### src/hdl/ats_pkg.sv
// ---------------------------------------
// ATS shared definitions
// Widths, request and config structs, the
// sequencer step enum and saturating add
// ---------------------------------------

package ats_pkg;

  localparam int ts_width   = 72;
  localparam int flow_width = 4;
  localparam int len_width  = 16;
  localparam int cv_width   = 32;

  typedef logic [ts_width-1:0]   ts_t;
  typedef logic [flow_width-1:0] flow_t;
  typedef logic [len_width-1:0]  len_t;
  typedef logic [cv_width-1:0]   cv_t;

  // One frame as handed to the shaper
  typedef struct packed {
    flow_t flow;
    ts_t   arrival;
    len_t  len;
  } frame_req_t;

  typedef enum logic {
    cfg_rate_inv,
    cfg_burst
  } cfg_sel_e;

  // Single-cycle write into the per-flow table
  typedef struct packed {
    logic     wr;
    flow_t    flow;
    cfg_sel_e sel;
    cv_t      value;
  } cfg_wr_t;

  typedef enum logic [3:0] {
    st_clear,
    st_idle,
    st_fetch,
    st_mult,
    st_sum,
    st_pick,
    st_prep,
    st_commit,
    st_output
  } calc_step_e;

  // Add two timestamps, pinning to all ones on overflow
  function automatic ts_t sat_add(input ts_t a, input ts_t b);
    logic [ts_width:0] sum;
    sum = {1'b0, a} + {1'b0, b};
    return sum[ts_width] ? '1 : sum[ts_width-1:0];
  endfunction

endpackage
### src/hdl/ats_bucket_store.sv
// ---------------------------------------
// ATS bucket store
// Bucket-empty time per flow, swept to
// zero one entry per cycle after reset
// ---------------------------------------

`timescale 1ns/1ns

module ats_bucket_store #(
  parameter int flow_num = 16
) (
  input  logic                clk,
  input  logic                rstn,
  input  ats_pkg::flow_t      flow,
  input  ats_pkg::calc_step_e step,
  input  logic                wen,
  input  ats_pkg::ts_t        new_empty,
  output ats_pkg::ts_t        bucket_empty,
  output logic                clear_done
);

  import ats_pkg::*;

  localparam int idx_width = $clog2(flow_num);

  ts_t                  mem [flow_num];
  logic [idx_width-1:0] clr_idx;

  // Sweep counter, done after the last entry
  always_ff @(posedge clk) begin
    if (!rstn) begin
      clr_idx    <= '0;
      clear_done <= 1'b0;
    end else if (!clear_done) begin
      clr_idx <= clr_idx + idx_width'(1);
      if (clr_idx == idx_width'(flow_num - 1)) begin
        clear_done <= 1'b1;
      end
    end
  end

  // Sweep owns the write port until it finishes
  always_ff @(posedge clk) begin
    if (!clear_done) begin
      mem[clr_idx] <= '0;
    end else if (wen && step == st_commit) begin
      mem[flow] <= new_empty;
    end
    if (step == st_fetch) begin
      bucket_empty <= mem[flow];
    end
  end

endmodule

### config.mk
export PLATFORM = sky130hd
export DESIGN_NAME = ats_bucket_store
export DESIGN_NICKNAME = d
export VERILOG_FILES = /design/src/hdl/ats_pkg.sv /design/src/hdl/ats_bucket_store.sv
export SDC_FILE = /design/constraint.sdc
export NUM_CORES = 1
export LEC_CHECK = 0
export BUFFER_PORTS_ARGS = -buffer_cell sky130_fd_sc_hd__buf_2
export CAP_MARGIN = 0
export CORE_AREA = 2 2 290 508
export CTS_CLUSTER_DIAMETER = 200
export DETAILED_ROUTE_END_ITERATION = 6
export DIE_AREA = 0 0 292 510
export GPL_TIMING_DRIVEN = 0
export HOLD_SLACK_MARGIN = 0.15
export SLEW_MARGIN = 10
export SYNTH_ARGS = -nofsm -noshare
export SYNTH_HDL_FRONTEND = slang
export SYNTH_SLANG_ARGS = --single-unit
### constraint.sdc
create_clock -name clk -period 7 [get_ports clk]
set_input_delay 0.7 -clock clk [delete_from_list [all_inputs] [get_ports clk]]
set_output_delay 0.7 -clock clk [all_outputs]
set_load 0.005 [all_outputs]
==> results.ini <==
[pwr]
vdd_drop_max_mv = 0.206
power_mw = 15.1
p_leak_nw = 16.8
p_per_area_mw_per_mm2 = 275

[clocking]
cts_buffer_depth = 3
clock_tree.root_cell = clkbuf_16
clock_latency_ns = 0.74
cts_resized = 0
clk_pin_slew_ns = 0.07
htree_num_levels = 3
cts_setup_buffers = 0
cts_num_sinks = 1229
cts_hold_buffers = 0
tritoncts = yes
numCtsBuffers = 109

[timing]
finClkSkew_ns = 0.0519
worst_slack_ns = 2.91
fin_tns_setup_ns = 0
hold_violations = 0
max_freq_ghz = 0.245
worst-slew-pin-transition_ns = 1.07
slew_headroom = 0.288
holdWs_ns = 0.246
setup_viol = 0
final.period_utilization = 0.584
slew_viol_final = 0
rsz0062_at_grt = no
finalCriticalPeriod_ns = 4.09

[final_layout]
n_fill_cell = 12800
final_common_cell = edfxtp_1
area_growth_pct = 18.8
final_nets = 2413
design_area_mm2 = 0.0548
stdcell_count = 4291
drive_gt1_frac = 0.305
final_cell_mix = edfxtp_1, mux4_2, buf_2
fin_util = 0.379

[yosys]
async_reset_ff_frac = 0
syn_area_mm2 = 0.0461
synth-main-ff-cell = edfxtp_1
synth.area.top_cells = edfxtp_1, mux4_2, a22oi_1
synth_top_area_share = 0.797
synth_nets = 2072
ys_seq_area_frac = 0.799
syn_area_per_cell_um2 = 23.2
synth_cell_types = 32
yosysWarnings = 0
ys_ff_latch = 1229
synth_edf_count = 1224
postSynthCellCount = 1988
synth_area_leader_cell = edfxtp_1

[min_path]
holdPathEnd = clr_idx[0]
hold_class = in2reg
hold_depth = 2
hp-start = rstn

[die]
io-pin-count = 156
coreArea_mm2 = 0.145
initial_utilization = 0.319
die_y_um = 510
die_w_um = 292
die-area_mm2 = 0.149
rows = 185

[place]
io_buffers = 153
routabilityCongestion = 0.740
place_ws_ns = 2.74
placed_area_mm2 = 0.0512
dp_cells = 4088
hpwlAfterDp_um = 80800

[flow_run]
maxCapViolCount = 0

[drt]
viasPerCell = 5.21
antenna_left = 0
firstDrtPassIters = 7
drt_iter0_markers = 2602
wirelength_um = 120000
drc = 0
num_vias = 22400
wire_per_inst_um = 28.0

[critical_path]
critPathKind = reg2reg
crit_fanout = 17
r2r_setup_slack_ns = 2.91
r2r_cells = 8
rr_startpoint = clear_done
cp_data_arrival_time_ns = 4.51
worst_r2r_endpoint = mem[5][24]
end_kind = register
start_kind = register
cp_data_required_time_ns = 7.42

[global_route]
grt_max_degree = 19
grt_pass1_wl_um = 171000
grt_antenna_before_repair = 12
grt_overflow = 0
grt.total_usage = 0.161
grt_pass1_vias = 23500

[run_status]
outcome = complete, no violations

[kinds of logic (layout without fill, tap and decap cells)]
group | after synthesis | in the layout | synth area share
compound gates | 163 | 163 | 0.0258
xor+xnor | 2 | 2 | 0.000380
fa+ha+maj | 1 | 1 | 0.000271
buf+inv | 119 | 548 | 0.0130
flops | 1229 | 1229 | 0.799
mux | 289 | 289 | 0.141
other cells | 0 | 4 | 0
simple gates | 185 | 185 | 0.0206
[worst max-delay path: stages, from the launching register on]
cell and delay (ns):
dfxtp_1 0.34, buf_2 0.23, and4_1 0.62, buf_2 0.46
nand4b_1 0.49, o21ai_4 0.89, buf_16 0.26, buf_12 0.21
buf_12 0.21
[synth_stat cells (7+ instances only)]
cell type	instances
nor2b_1	7
nand2_1	81
and3_1	72
clkbuf_1	49
a22oi_1	144
buf_2	13
buf_4	13
edfxtp_1	1224
buf_1	28
mux4_2	288
buf_6	12
o21ai_0	8
[layer usage]
layer,track usage,vias to the layer above,part of all wire
met1,0.198,12000,0.38
li1,-,9186,-
met2,0.292,930,0.53
met4,0.0531,0,0.027
met3,0.0208,197,0.062
met5,0,-,0
[final cells by class]
type | count | area (µm²) | share of cell area
Multi-Input combinational cell | 640 | 8870 | 0.162
Clock buffer | 138 | 2920 | 0.0533
Buffer | 115 | 587 | 0.0107
Timing Repair Buffer | 230 | 2520 | 0.0461
Sequential cell | 1229 | 36900 | 0.673
Inverter | 4 | 15.0 | 0.000274
Clock inverter | 61 | 661 | 0.0121
Antenna cell | 4 | 10.0 | 0.000183
Tap cell | 1870 | 2340 | 0.0427
[sequential cells by signal (all words and copies together) (netlist names)]
signal / cells
mem: 1152
clr_idx: 4
bucket_empty: 72
clear_done: 1
[power by group]
| part | internal [mW] | leakage (nW) | switching [mW] |
|---|---|---|---|
| registers | 8.18 | 10.5 | 0.0407 |
| logic | 0.350 | 4.53 | 0.483 |
| clock network | 3.34 | 1.75 | 2.70 |
| total | 11.9 | 16.8 | 3.22 |
[worst max-delay path by stage]
stage	start	end	slack, ns	depth (start not counted)
floorplan	step[1]	mem[10][0]	-0.1	4
global placement	step[1]	mem[9][21]	-8.44	5
detailed placement	step[2]	mem[5][22]	2.74	8
CTS	clear_done	mem[5][24]	2.94	8
global route	clear_done	mem[5][22]	2.84	8
finish	clear_done	mem[5][24]	2.91	8
(Power assumes the default switching activity.)
