<file path="src/hdl/ats_pkg.sv">
// ---------------------------------------
// ATS shared definitions
// Widths, request and config structs, the
// sequencer step enum and saturating add
// ---------------------------------------

package ats_pkg;

  localparam int ts_width   = 72;
  localparam int flow_width = 4;
  localparam int len_width  = 16;
  localparam int cv_width   = 32;

  typedef logic [ts_width-1:0]   ts_t;
  typedef logic [flow_width-1:0] flow_t;
  typedef logic [len_width-1:0]  len_t;
  typedef logic [cv_width-1:0]   cv_t;

  // One frame as handed to the shaper
  typedef struct packed {
    flow_t flow;
    ts_t   arrival;
    len_t  len;
  } frame_req_t;

  typedef enum logic {
    cfg_rate_inv,
    cfg_burst
  } cfg_sel_e;

  // Single-cycle write into the per-flow table
  typedef struct packed {
    logic     wr;
    flow_t    flow;
    cfg_sel_e sel;
    cv_t      value;
  } cfg_wr_t;

  typedef enum logic [3:0] {
    st_clear,
    st_idle,
    st_fetch,
    st_mult,
    st_sum,
    st_pick,
    st_prep,
    st_commit,
    st_output
  } calc_step_e;

  // Add two timestamps, pinning to all ones on overflow
  function automatic ts_t sat_add(input ts_t a, input ts_t b);
    logic [ts_width:0] sum;
    sum = {1'b0, a} + {1'b0, b};
    return sum[ts_width] ? '1 : sum[ts_width-1:0];
  endfunction

endpackage
</file>
<file path="src/hdl/ats_config_table.sv">
// ---------------------------------------
// ATS per-flow configuration table
// Committed rate (ps per byte) and burst
// ---------------------------------------

`timescale 1ns/1ns

module ats_config_table #(
  parameter int flow_num = 16
) (
  input  logic                clk,
  input  logic                rstn,
  input  ats_pkg::cfg_wr_t    cfg,
  input  ats_pkg::flow_t      flow,
  input  ats_pkg::calc_step_e step,
  output ats_pkg::cv_t        rate_inv,
  output ats_pkg::cv_t        burst
);

  import ats_pkg::*;

  cv_t rate_tab  [flow_num];
  cv_t burst_tab [flow_num];

  // ---------------------------------------
  // Write side
  // ---------------------------------------

  // Unconfigured flows read back as zero
  always_ff @(posedge clk) begin
    if (!rstn) begin
      for (int i = 0; i < flow_num; i++) begin
        rate_tab[i]  <= '0;
        burst_tab[i] <= '0;
      end
    end else if (cfg.wr) begin
      if (cfg.sel == cfg_rate_inv) begin
        rate_tab[cfg.flow] <= cfg.value;
      end else begin
        burst_tab[cfg.flow] <= cfg.value;
      end
    end
  end

  // ---------------------------------------
  // Read side
  // ---------------------------------------

  // Both values land at the start of mult
  always_ff @(posedge clk) begin
    if (step == st_fetch) begin
      rate_inv <= rate_tab[flow];
      burst    <= burst_tab[flow];
    end
  end

endmodule

</file>
<file path="config.mk">
export PLATFORM = sky130hd
export DESIGN_NAME = ats_config_table
export DESIGN_NICKNAME = d
export VERILOG_FILES = /design/src/hdl/ats_pkg.sv /design/src/hdl/ats_config_table.sv
export SDC_FILE = /design/constraint.sdc
export NUM_CORES = 1
export LEC_CHECK = 0
export BUFFER_PORTS_ARGS = -buffer_cell sky130_fd_sc_hd__buf_2
export CAP_MARGIN = 10
export CORE_ASPECT_RATIO = 1.4
export CORE_MARGIN = 2
export CORE_UTILIZATION = 40
export CTS_BUF_LIST = sky130_fd_sc_hd__clkbuf_2
export DETAILED_ROUTE_END_ITERATION = 8
export SLEW_MARGIN = 20
export SYNTH_ARGS = -nofsm -noshare
export SYNTH_HDL_FRONTEND = slang
export SYNTH_SLANG_ARGS = --single-unit
</file>
<file path="constraint.sdc">
create_clock -name clk -period 7.5 [get_ports clk]
set_input_delay 0.75 -clock clk [delete_from_list [all_inputs] [get_ports clk]]
set_output_delay 0.75 -clock clk [all_outputs]
set_load 0.02 [all_outputs]
</file>
==> qor.txt <==
Outcome: finished clean
First-pass GRT wire length: 203,000 um
Fill count: 10.1k
DR iter-0 viols: 3,616
Worst Path Max Fanout: 76
Final core occ: 0.446
FF-to-FF Start: rate_tab[9][4]
Hold Path Class: primary input to flip-flop
H-Tree Depth: 4
Initial Utilization: 0.402
Critical Path AT: 4.96 ns
Setup TNS: 0 ns
Vias: 28.1k
Reg-to-reg setup timing slack: 4.96 ns
Slew HR: 0.216
Final Hold Viols: 0
Core area: 113,000 um^2
Final min period: 3.78 ns
Warnings, synthesis: 0
Maximum clock path buffer count: 3
CP Capture Type: flip-flop
PortBufs: 111
Startpoint Class: primary input
Worst Hold End: rate_inv[3]
# Post-CTS Setup Buffers: 0
Pleak: 0.0162 uW
Die area: 116,000 um^2
Top Ports: 112
Die W: 288 um
Row count: 146
Clock transition at path regs: 0.11 ns
CTS tree: built
Gate count of the mapped netlist: 2,963
Multi-input gate area in the final layout: 12,100 um^2
Post-synthesis sequential area ratio: 0.721
Unrepaired setup endpoints after global routing: false
WL/cell: 29.8 um
Period Utilization, post-route: 0.505
Synth cell types: 19
Crit path buffers/inverters: 4
Drt total wl: 145,000 um
DR vias/cell: 5.76
CP peak stage delay: 0.75 ns
Area growth from synthesis to layout: 11.0%
Share of cells above drive strength 1: 0.253
Worst EP required: 8.68 ns
Pwr dens: 236 nW/um^2
Number of cells on the worst hold path: 4
Crit Path Class: primary input to flip-flop
Worst-Margin Slew: 1.18 ns
R2r worst-path depth: 5
Placer Congestion: 0.812
Synthesized cell area: 45,300 um^2
Later-pin clock latency in the skew report: 1.60 ns
Most frequent CP cell: buf_4
Clk_skew: 0.0973 ns
Register cell area after layout: 32,700 um^2
Hold Buf Count CTS: 43
Mean post-synth cell area: 15.3 um^2
CTS Buf Count: 235
Vias in the first global route: 28.3k
Worst R2R End: rate_inv[4]
Max_cap viols: 0
Max VDD drop: 141 uV
Setup violations, final: 0
Antenna violations before repair: 3
Crit-path cells: dlygate4sd3_1 -> buf_4 -> and3b_1 -> nand2_4 -> buf_4 -> o21ai_4 -> buf_4
Hold Startpoint: flow[0]
Final net count: 3,247
Crit-path leading delay family: buffers and inverters
DR pass1 iterations: 6
Total power: 11,900 uW
Flops & latches, synth: 1,088
Pins over their slew limit: 0
Syn nets: 3,011
Critical-path top delay cell: buf_4
GRT Resource Usage Total: 0.252
DRC violation count after routing: 0
Clock root buffer master: clkbuf_2
CTS sink cnt: 1,088
Detail Route Antenna Nets: 0
Peak Freq: 264 MHz
CP Depth: 7
Placed wire-length estimate: 86,500 um
Largest net degree at the start of global routing: 85
Grt total ovfl: 0
Post-cts sizing count: 0
Die H: 402 um
==> synth_stat cells (all sizes together) <==
cell       n  area, um^2
nand2    199         747
buf      137         737
and3b      1        8.76
nor4b      1        8.76
and3       1        6.26
edfxtp  1088       32700
nand3      2        10.0
clkbuf    80         300
mux4     256        5770
a22oi    128         961
and2       2        12.5
nand2b     2        12.5
nor2b      6        37.5
nor2    1027        3850
o21ai     32         160
or2        1        6.26
==> cell type report <==
| type | count | share of cell area |
|---|---|---|
| antenna | 8 | 0.000398 |
| clock buffer | 361 | 0.0359 |
| clock inverter | 59 | 0.00699 |
| multi-input combinational | 1658 | 0.240 |
| sequential | 1088 | 0.650 |
| tap | 1480 | 0.0368 |
| timing repair buffer | 216 | 0.0296 |
==> per-stage QoR <==
stage | instance area [um^2] | setup WS, ns | hold slack [ns] | cells
floorplan | 45300 | 2.62 | 0.710 | 2963
global placement | 47700 | 2.81 | 0.734 | 4399
CTS | 50300 | 3.88 | 0.0294 | 4862
global route | 50300 | 3.65 | 0.108 | 4868
finish | 50300 | 3.72 | 0.178 | 4870
detailed placement | 47700 | 2.79 | 0.737 | 4399
==> worst max path at each step <==
stage	startpoint	to	slack, ns
global route	rstn	rate_tab[1][31]	3.65
global placement	rstn	rate_tab[0][12]	2.81
CTS	rstn	rate_tab[1][31]	3.88
floorplan	step[3]	burst[0]	2.62
finish	rstn	rate_tab[1][31]	3.72
detailed placement	rstn	rate_tab[1][24]	2.79
==> cell families (layout without fill, tap and decap cells) <==
logic type / Yosys count / in the layout / synth area share
other: 0 / 8 / 0
AO/OA/AOI/OAI: 160 / 160 / 0.0247
flip-flops: 1088 / 1088 / 0.721
AND/OR/NAND/NOR: 1242 / 1242 / 0.104
multiplexers: 256 / 256 / 0.127
buffers and inverters: 217 / 636 / 0.0229
==> cells in the final DEF, fill, tap and decap left out, drive strengths merged <==
master	netlist	layout
nand2	199	199
nand2b	2	2
dlygate4sd3	0	43
clkinvlp	0	2
or2	1	1
clkinv	0	50
o21ai	32	32
mux4	256	256
buf	137	173
nor4b	1	1
nor2b	6	6
and3	1	1
nor2	1027	1027
inv	0	3
a22oi	128	128
clkbuf	80	361
bufinv	0	4
diode	0	8
and3b	1	1
edfxtp	1088	1088
nand3	2	2
and2	2	2
==> power by group <==
part | internal (uW) | switching [uW] | total [uW]
combinational | 338 | 696 | 1030
clock | 1410 | 2340 | 3750
sequential | 6990 | 84.3 | 7080
==> worst register-to-register path, delay by kind of cell, from the launching register on <==
family | cells | cell delay, ns
AOI/OAI and AO/OA | 1 | 0.19
DFF | 1 | 0.39
and+or+nand+nor | 1 | 0.06
buffers and inverters | 2 | 1.14
muxes | 1 | 0.51
==> flip-flops by register name, summed over array words and instances, names as in the netlist <==
register   cells
burst         32
rate_tab     512
rate_inv      32
burst_tab    512
==> routing by layer <==
| metal | routed length (um) | track usage | part of all wire |
|---|---|---|---|
| met1 | 52800 | 0.313 | 0.36 |
| met2 | 72000 | 0.414 | 0.50 |
| met3 | 13100 | 0.0598 | 0.090 |
| met4 | 7130 | 0.121 | 0.049 |
| met5 | 0 | 0 | 0 |
Note: power is estimated with default switching activity, not from simulation.
