===== config.mk =====
export PLATFORM = sky130hd
export DESIGN_NAME = ats_shaper_fsm
export DESIGN_NICKNAME = d
export VERILOG_FILES = /design/src/hdl/ats_pkg.sv /design/src/hdl/ats_shaper_fsm.sv
export SDC_FILE = /design/constraint.sdc
export NUM_CORES = 1
export LEC_CHECK = 0
export BUFFER_PORTS_ARGS = -buffer_cell sky130_fd_sc_hd__buf_2
export CORE_UTILIZATION = 43
export CTS_BUF_LIST = sky130_fd_sc_hd__clkbuf_2
export DETAILED_ROUTE_END_ITERATION = 6
export PLACE_DENSITY = 0.9
export SLEW_MARGIN = 5
export SYNTH_ARGS = -nofsm -noshare
export SYNTH_HDL_FRONTEND = slang
export SYNTH_SLANG_ARGS = --single-unit

===== constraint.sdc =====
create_clock -name clk -period 4.4 [get_ports clk]
set_input_delay 0.88 -clock clk [delete_from_list [all_inputs] [get_ports clk]]
set_output_delay 0.88 -clock clk [all_outputs]
set_load 0.05 [all_outputs]

===== src/hdl/ats_pkg.sv =====
// ---------------------------------------
// ATS shared definitions
// Widths, request and config structs, the
// sequencer step enum and saturating add
// ---------------------------------------

package ats_pkg;

  localparam int ts_width   = 72;
  localparam int flow_width = 4;
  localparam int len_width  = 16;
  localparam int cv_width   = 32;

  typedef logic [ts_width-1:0]   ts_t;
  typedef logic [flow_width-1:0] flow_t;
  typedef logic [len_width-1:0]  len_t;
  typedef logic [cv_width-1:0]   cv_t;

  // One frame as handed to the shaper
  typedef struct packed {
    flow_t flow;
    ts_t   arrival;
    len_t  len;
  } frame_req_t;

  typedef enum logic {
    cfg_rate_inv,
    cfg_burst
  } cfg_sel_e;

  // Single-cycle write into the per-flow table
  typedef struct packed {
    logic     wr;
    flow_t    flow;
    cfg_sel_e sel;
    cv_t      value;
  } cfg_wr_t;

  typedef enum logic [3:0] {
    st_clear,
    st_idle,
    st_fetch,
    st_mult,
    st_sum,
    st_pick,
    st_prep,
    st_commit,
    st_output
  } calc_step_e;

  // Add two timestamps, pinning to all ones on overflow
  function automatic ts_t sat_add(input ts_t a, input ts_t b);
    logic [ts_width:0] sum;
    sum = {1'b0, a} + {1'b0, b};
    return sum[ts_width] ? '1 : sum[ts_width-1:0];
  endfunction

endpackage

===== src/hdl/ats_shaper_fsm.sv =====
// ---------------------------------------
// ATS sequencer
// Takes one request, steps the datapath,
// holds the result until it is taken
// ---------------------------------------

`timescale 1ns/1ns

module ats_shaper_fsm (
  input  logic                clk,
  input  logic                rstn,
  input  logic                req_valid,
  input  ats_pkg::frame_req_t req,
  input  logic                clear_done,
  input  logic                res_ready,
  output logic                req_ready,
  output logic                res_valid,
  output ats_pkg::frame_req_t req_hold,
  output ats_pkg::calc_step_e step
);

  import ats_pkg::*;

  calc_step_e state;
  calc_step_e state_next;

  assign req_ready = (state == st_idle);
  assign res_valid = (state == st_output);
  assign step      = state;

  always_ff @(posedge clk) begin
    if (!rstn) begin
      state <= st_clear;
    end else begin
      state <= state_next;
    end
  end

  // Request stays put for the whole calculation
  always_ff @(posedge clk) begin
    if (req_valid && req_ready) begin
      req_hold <= req;
    end
  end

  // ---------------------------------------
  // Next state
  // ---------------------------------------
  always_comb begin
    state_next = state;
    case (state)
      st_clear: begin
        if (clear_done) begin
          state_next = st_idle;
        end
      end
      st_idle: begin
        if (req_valid) begin
          state_next = st_fetch;
        end
      end
      st_fetch:  state_next = st_mult;
      st_mult:   state_next = st_sum;
      st_sum:    state_next = st_pick;
      st_pick:   state_next = st_prep;
      st_prep:   state_next = st_commit;
      st_commit: state_next = st_output;
      // Back-pressure keeps us here
      st_output: begin
        if (res_ready) begin
          state_next = st_idle;
        end
      end
      default: state_next = st_clear;
    endcase
  end

endmodule


==> results of run 1 <==
==> metal layers <==
layer  routed length [um]  GRT usage [%]  share of wire (%)  vias up
li1                     -              -                  -      865
met1                 2218          17.57                 35      872
met2                 3209          29.03                 51      115
met3                  704          7.879                 11       10
met4                  123          9.848                2.0        0
met5                    0              0                  0        -
==> layout make-up <==
| class | instances | area (sq um) | area share [%] |
|---|---|---|---|
| timing repair buffer | 194 | 970.9 | 23.12 |
| tap | 80 | 100.1 | 2.383 |
| clock buffer | 11 | 55.05 | 1.311 |
| sequential | 96 | 2843 | 67.68 |
| clock inverter | 5 | 81.33 | 1.936 |
| multi-input combinational | 16 | 138.9 | 3.307 |
| inverter | 3 | 11.26 | 0.2681 |
==> cells by family after synthesis <==
kind of cell	count (synthesis)	share of synthesized area, %
buffers and inverters	3	0.3765
flip-flops	96	95.06
AO/OA/AOI/OAI	5	1.130
AND/OR/NAND/NOR	10	3.138
XOR/XNOR	1	0.2929
==> power by group through the flow <==
| stage | logic, mW | registers (mW) | clock network [mW] |
|---|---|---|---|
| final | 0.274 | 1.07 | 0.464 |
| after CTS | 0.276 | 1.08 | 0.480 |
| after global routing | 0.285 | 1.08 | 0.515 |
| after floorplan | 0.0308 | 1.25 | 0 |
| after global placement | 0.270 | 1.09 | 0 |
| after detailed placement | 0.276 | 1.10 | 0 |
==> per-stage QoR <==
stage	instance area (sq um)	total power, mW	util (%)	setup slack, ps	hold slack [ps]
after CTS	4200	1.831	62.17	1797	458.9
after detailed placement	4064	1.372	60.15	2052	640.9
after global routing	4200	1.880	62.17	1720	431.5
final	4200	1.812	62.17	1868	526.6
after global placement	4064	1.363	60.15	2144	599.0
after floorplan	2990	1.282	-	192.8	805.3
==> cell usage after synthesis <==
library cell | count | area share, %
edfxtp_1 | 92 | 92
dfxtp_1 | 4 | 2.7
inv_1 | 3 | 0.38
nand2b_1 | 3 | 0.63
a21oi_1 | 2 | 0.33
nor4b_4 | 2 | 1.6
a22oi_1 | 1 | 0.25
and2_1 | 1 | 0.21
nand2_1 | 1 | 0.13
nand4b_1 | 1 | 0.29
nor2_1 | 1 | 0.13
nor3_1 | 1 | 0.17
o211ai_1 | 1 | 0.25
o32ai_1 | 1 | 0.29
xor2_1 | 1 | 0.29
==> final timing paths <==
check	from	end	slack, ps	cells after the start
hold reg to reg	step[1]	step[1]	680	2
setup / recovery	step[0]	req_ready	1870	2
setup reg to reg	step[0]	req_hold[61]	2170	2
hold / removal	req[53]	req_hold[53]	530	1
==> critical path, delay by kind of cell, from the launching register on <==
kind | cells | cell delay [ps]
flops | 1 | 550
buf+inv | 1 | 310
simple gates | 1 | 290
==> state kept, by name, indices dropped and copies added, names as in the netlist <==
name	flops
step	4
req_hold	92
==> flow_summary.toml, run 1 <==
[detailed_routing]
ant_nets = 0
viasPerCell = 4.598
drt_iter0_drc = 70
dr.pass1.iters = 4
drt-total-wl_um = 6255
vias = 1862
wl_per_cell_um = 15.44
drc_errors = 0

[yosys]
syn_area_per_cell_sq_um = 26.00
synthCells = 115
yosysSeqAreaShare_pct = 95.06
ys_seq_elements = 96
ys_types = 15
syn_nets = 212
synthesis.area_sq_um = 2990
yosysWarnings = 0

[finish]
final_cell_mix = "buf_2, edfxtp_1, clkbuf_2"
area_delta_synth_final_pct = 40.46
post_route_cells_drive_above_1_share_pct = 65.23
n_fill_cell = 497
stdcell_count = 405
layout_commonest_cell = "buf_2"
fin_nets = 417
diodes = 0

[sta]
finalHoldViolCount = 0
fmax_mhz = 394.9
tns_ps = 0
min_period_over_period_pct = 57.55
fin_crit_ps = 2532
setup_viol = 0
finClkSkew_ps = 24.78
worst_slew_pin_slew_ps = 1172
slew-limit-headroom_pct = 21.86
rsz0062_at_grt = "no"
slew_violations = 0

[floorplanning]
rows = 30
ioPinCount = 195
dieArea_sq_um = 7291
core_sq_um = 6756
initial_core_util_pct = 44.26
die_x_um = 85.39
die_h_um = 85.39

[worst_setup_path]
path_cells = "nor4b_4, buf_2"
crit_arrival_ps = 1650
crit_type = "reg -> out"
cp-start-kind = "register"
slowest_stage = "dfxtp_1"
critPathCaptureType = "output pin"
worstPathRequired_ps = 3520
cp_max_fo = 8
max_stage_delay_ps = 550

[grt]
grt_max_degree = 93
antenna_found_initial = 0
gr-total-overflow = 0
grt_use_total_pct = 17.16
grt_pass1_wl_um = 8983
grt_pass1_vias = 1939

[placement]
hpwlAfterDp_um = 4673
port_buffers = 194
place_congestion = 0.7625
placedCellCount = 389

[worst_hold_path]
hold_path.class = "in -> reg"

[clock_network]
ctsHoldBuffers = 0
clock_sinks = 96
cts-root-buf = "clkbuf_2"
htreeDepth = 3
cts_setup_buffers = 0
cts_tree = "yes"
clk_latency_ps = 500
clockBufferDepth = 2
cts_buffers = 9
cts-resized-gates = 0
clkSlewWorstSetupHoldPaths_ps = 240

[power]
max-vdd-ir-drop_mv = 0.2776
p_int_mw = 1.317
power.switching_mw = 0.4955
p_seq_share_pct = 59.3
p_sw_share_pct = 27.34
comb_power_share_pct = 15.1
power_leakage_nw = 1.777
powerDensity_nw_per_um2 = 431.4
clkPwrFrac_pct = 25.6

[run]
maxCapViolCount = 0

[status]
outcome = "finished, final reports clean"
Note: power is estimated with default switching activity, not from simulation.
==> run 2, diff against run 1 <==
--- a/config.mk
+++ b/config.mk
@@ -6,10 +6,10 @@
 export NUM_CORES = 1
 export LEC_CHECK = 0
 export BUFFER_PORTS_ARGS = -buffer_cell sky130_fd_sc_hd__buf_2
-export CORE_UTILIZATION = 43
+export CORE_UTILIZATION = 39
 export CTS_BUF_LIST = sky130_fd_sc_hd__clkbuf_2
 export DETAILED_ROUTE_END_ITERATION = 6
-export PLACE_DENSITY = 0.9
+export PLACE_DENSITY = 0.86
 export SLEW_MARGIN = 5
 export SYNTH_ARGS = -nofsm -noshare
 export SYNTH_HDL_FRONTEND = slang
==> constraint.sdc (replaced) <==
create_clock -name clk -period 2.05 [get_ports clk]
set_input_delay 0.41 -clock clk [delete_from_list [all_inputs] [get_ports clk]]
set_output_delay 0.41 -clock clk [all_outputs]
set_load 0.05 [all_outputs]
==> run 2 against run 1 <==
Core utilization up 5.2 points. Sequential share of layout area down 9.9 points. Design area up 18%. Worst hold slack worse by 450 ps. Critical endpoint unchanged. Largest cell class unchanged. Largest power group unchanged.
==> flow_summary.toml, run 2 (synthesis gave the netlist of run 1 again) <==
[status]
outcome = "finished, final reports clean"

[worst_setup_path]
crit_family = "flip-flops"
worstPathRequired_ps = 1640
path_cells = "nor4b_4, buf_6"
critPathCaptureType = "output pin"
cp_max_fo = 7
worstReg2RegEnd = "req_hold[56]"
crit_buf_inv = 1
cp-start-kind = "register"
max_stage_delay_ps = 440
regToRegSetupSlack_ps = 440
r2r_cells = 3
crit_type = "reg -> out"
slowest_stage = "dfxtp_4"
r2r-start = "step[2]"
crit_arrival_ps = 1490

[floorplanning]
die_x_um = 89.57
ioPinCount = 195
rows = 31
core_sq_um = 7331
initial_core_util_pct = 40.79
die_h_um = 89.57
dieArea_sq_um = 8022

[clock_network]
clock_sinks = 96
clockBufferDepth = 2
cts_tree = "yes"
clkSlewWorstSetupHoldPaths_ps = 240
cts_buffers = 9
clk_latency_ps = 510
htreeDepth = 3
cts_setup_buffers = 0
cts-root-buf = "clkbuf_2"

[sta]
finalHoldViolCount = 0
slew-limit-headroom_pct = 81.38
finClkSkew_ps = 26.42
fin_crit_ps = 1903
worst_slew_pin_slew_ps = 278.1
min_period_over_period_pct = 92.83
tns_ps = 0
setup_viol = 0
slew_violations = 0
fmax_mhz = 525.5

[grt]
use_met1_pct = 18.81
antenna_found_initial = 0
busiest_layer = "met2"
grt_pass1_wl_um = 9439
grt_max_degree = 51
grt_pass1_vias = 1922
gr-usage-met2_pct = 29.27
grt_use_total_pct = 16.74
grt_use_met3_pct = 4.801
gr-total-overflow = 0

[finish]
largest_reg_flops = 92
final_cell_mix = "buf_2, edfxtp_1, dlygate4sd3_1"
top_register = "req_hold"
n_fill_cell = 548
layout_commonest_cell = "buf_2"
stdcell_count = 495
post_route_cells_drive_above_1_share_pct = 55.05
area_delta_synth_final_pct = 65.23
diodes = 0
fin_nets = 488

[worst_hold_path]
hold_path.class = "in -> reg"
min_path_cells = 1
holdCritStartpoint = "req[43]"
min_to = "req_hold[43]"

[detailed_routing]
dr.pass1.iters = 4
viasPerCell = 4.392
drc_errors = 0
drt-total-wl_um = 7422
ant_nets = 0
drt_iter0_drc = 60
vias = 2174
wl_per_cell_um = 14.99

[placement]
place_congestion = 0.6670
port_buffers = 194
placedCellCount = 410
hpwlAfterDp_um = 4739

[power]
powerDensity_nw_per_um2 = 769.4
clkPwrFrac_pct = 20.5
power.switching_mw = 1.123
comb_power_share_pct = 18.8
p_sw_share_pct = 29.53
max-vdd-ir-drop_mv = 0.4292
power_leakage_nw = 2.056
p_seq_share_pct = 60.6
p_int_mw = 2.679

[run]
maxCapViolCount = 0
[run 2: changes by cell type in the layout (fill, tap and decap cells not counted), sizes merged]
cell	before	now
clkinv	3	2
buf	194	196
inv	3	5
bufinv	2	0
dlygate4sd3	0	69
clkinvlp	0	3
clkbuf	11	9
[run 2: worst max-delay path by stage]
stage / from / endpoint / slack [ps] / cells after the start
global route: step[2] / req_ready / -10 / 2
global placement: step[2] / req_hold[18] / 550 / 3
CTS: step[2] / req_ready / 50 / 2
detailed placement: step[2] / req_hold[33] / 510 / 3
finish: step[2] / req_ready / 150 / 2
floorplan: step[2] / req_hold[0] / -360 / 2
[run 2: cell type report]
class	count	area (sq um)	share of cell area (%)
multi-input combinational	16	138.9	2.811
tap	99	123.9	2.507
inverter	3	11.26	0.2279
clock buffer	9	45.04	0.9116
sequential	96	2853	57.74
clock inverter	7	55.05	1.114
timing repair buffer	265	1714	34.69
[run 2: per-layer routing]
metal  wire [um]  share of wire, %  up-vias
met3         524               7.1       14
met4         148               2.0        0
met5           0                 0        -
li1            -                 -     1012
met1        2749                37     1018
met2        3999                54      130
[run 2: worst register-to-register path: cells and delay by family (launching register included)]
kind	cells	cell delay [ps]
simple gates	2	590
flops	1	440
buf+inv	1	250
[run 2: stage by stage]
stage	utilization [%]	setup slack (ps)	power [mW]	hold WS (ps)	instance area, sq um
after floorplan	-	-361.4	2.745	508.9	3003
after global placement	56.44	550.7	2.941	504.5	4138
after detailed placement	56.44	511.7	2.957	529.0	4138
after CTS	64.29	50.16	3.812	0.6810	4713
after global routing	67.40	-13.04	3.969	-2.706	4941
final	67.40	147.0	3.801	74.23	4941
[run 2: timing repair]
item                                    4_1_cts  5_1_grt
hold endpoints to repair                     47       22
endpoints found under the setup margin        2        2
hold buffers                                 47       22
resized for setup                             2        2
gates cloned                                  0        0
[run 2: power groups by stage]
stage | clock [mW] | combinational (mW) | sequential (mW)
floorplan | 0 | 0.0676 | 2.68
global placement | 0 | 0.598 | 2.34
detailed placement | 0 | 0.608 | 2.35
CTS | 0.827 | 0.680 | 2.30
global route | 0.902 | 0.751 | 2.32
finish | 0.780 | 0.716 | 2.31
==> run 3, diff against run 2 <==
==> constraint.sdc (replaced) <==
create_clock -name clk -period 2.05 [get_ports clk]
set_input_delay 0.205 -clock clk [delete_from_list [all_inputs] [get_ports clk]]
set_output_delay 0.205 -clock clk [all_outputs]
set_load 0.05 [all_outputs]
==> run 3 against run 2 <==
Cell count is 5.7% higher. Critical path depth stayed put. Worst hold slack better by 270 ps. Global-route usage is 4.0 points higher. Largest cell class unchanged. Wire length is 15% higher. Total power is 2.9% higher. Largest power group unchanged. Count of clock-buffer cells in the layout stayed put. Worst setup slack better by 64 ps. Non-clock buffer count is 28 higher.
==> flow_summary.toml, run 3 (synthesis gave the netlist of run 1 again) <==
[status]
outcome = "finished, final reports clean"

[worst_setup_path]
cp-start-kind = "register"
max_stage_delay_ps = 450
crit_type = "reg -> out"
worstReg2RegEnd = "step[0]"
cp_max_fo = 7
crit_family = "flip-flops"
worstPathRequired_ps = 1850
critPathCaptureType = "output pin"
regToRegSetupSlack_ps = 300
r2r_cells = 4
crit_buf_inv = 1
startpoint = "step[2]"
r2r-start = "step[2]"
critical_path_depth = 2
crit_arrival_ps = 1630
cp-endpoint = "req_ready"
path_cells = "nor4b_4, buf_2"
slowest_stage = "dfxtp_4"

[clock_network]
clock_sinks = 96
cts_setup_buffers = 0
cts_tree = "yes"
clk_latency_ps = 530
cts_buffers = 9
clockBufferDepth = 2
cts-resized-gates = 0
clkSlewWorstSetupHoldPaths_ps = 290
cts-root-buf = "clkbuf_2"
htreeDepth = 3

[grt]
grt_pass1_vias = 2371
gr-total-overflow = 0
grt_max_degree = 51
grt_pass1_wl_um = 11610
antenna_found_initial = 0
grt_use_total_pct = 20.73

[detailed_routing]
drt-total-wl_um = 8518
dr.pass1.iters = 4
wl_met3_um = 611
wl_per_cell_um = 16.29
met2_length_um = 4716
drc_errors = 0
viasPerCell = 4.514
drt_iter0_drc = 97
vias = 2361
drt-met1-wl_um = 3014
ant_nets = 0
maxUsedRoutingLayer = "met4"

[sta]
slew-limit-headroom_pct = 80.92
worst_slew_pin_slew_ps = 286.1
fin_crit_ps = 1839
fmax_mhz = 543.8
min_period_over_period_pct = 89.70
finClkSkew_ps = 35.22
slew_violations = 0
finalHoldViolCount = 0
rsz0062_at_grt = "no"
timing.hold.ws_ps = 345.8
setup_viol = 0

[floorplanning]
die_h_um = 89.57
rows = 31
dieArea_sq_um = 8022
initial_core_util_pct = 40.79
ioPinCount = 195
die_x_um = 89.57
core_sq_um = 7331

[power]
power_leakage_nw = 2.184
finalPower_mw = 3.913
max-vdd-ir-drop_mv = 0.3571
powerDensity_nw_per_um2 = 750.0

[placement]
dpl_cell_area_sq_um = 4138
port_buffers = 194
place_congestion = 0.6621

[finish]
largest_reg_flops = 92
n_fill_cell = 450
finalInstanceArea_sq_um = 5218
final_cell_mix = "buf_2, dlygate4sd3_1, edfxtp_1"
layout_commonest_cell = "buf_2"
top_register = "req_hold"
fin_nets = 516
area_delta_synth_final_pct = 74.48
diodes = 0
post_route_cells_drive_above_1_share_pct = 51.65
utilization_pct = 71.17

[worst_hold_path]
hold_path.class = "in -> reg"

[run]
maxCapViolCount = 0
==> run 3: cell count changes in the layout (fill, tap and decap cells not counted) <==
cell,change
dlygate4sd3_1,+28
inv_8,+1
clkinvlp_4,-1
buf_2,+2
clkinv_4,+1
buf_6,-2
clkinv_1,-1
==> run 3: metal layers <==
layer,track usage (%),vias to the layer above
met5,0,-
met4,9.524,0
met3,4.894,12
met2,40.50,141
met1,20.38,1140
li1,-,1068
==> run 3: cell type report <==
| type | count | area [sq um] | share of cell area (%) |
|---|---|---|---|
| clock inverter | 7 | 63.81 | 1.223 |
| sequential | 96 | 2853 | 54.68 |
| inverter | 3 | 11.26 | 0.2158 |
| clock buffer | 9 | 45.04 | 0.8633 |
| tap | 99 | 123.9 | 2.374 |
| timing repair buffer | 293 | 1982 | 37.99 |
| multi-input combinational | 16 | 138.9 | 2.662 |
==> run 3: worst min-delay path by stage <==
stage                       start      endpoint  slack, ps  cells past startpoint
after floorplan            req[0]   req_hold[0]        300                      0
after global placement    req[16]  req_hold[16]        380                      1
after detailed placement  req[43]  req_hold[43]        380                      1
after CTS                 req[32]  req_hold[32]        290                      2
after global routing      req[84]  req_hold[84]        290                      2
final                     req[55]  req_hold[55]        350                      2
==> run 3: what timing repair did <==
item | CTS | global route
endpoints found under the hold margin | 96 | 0
endpoints found under the setup margin | 0 | 0
hold buffers | 97 | 0
==> run 3: through the flow <==
step                      worst slack [ps]  TNS [ps]  cells
after floorplan                     -361.4    -33250    115
after global placement               555.5         0    410
after detailed placement             508.5         0    410
after CTS                            154.5         0    523
after global routing                 78.15         0    523
final                                211.1         0    523
==> run 3: power by group <==
| group | switching, mW | internal (mW) |
|---|---|---|
| clock | 0.654 | 0.187 |
| combinational | 0.493 | 0.271 |
| sequential | 0.0377 | 2.27 |
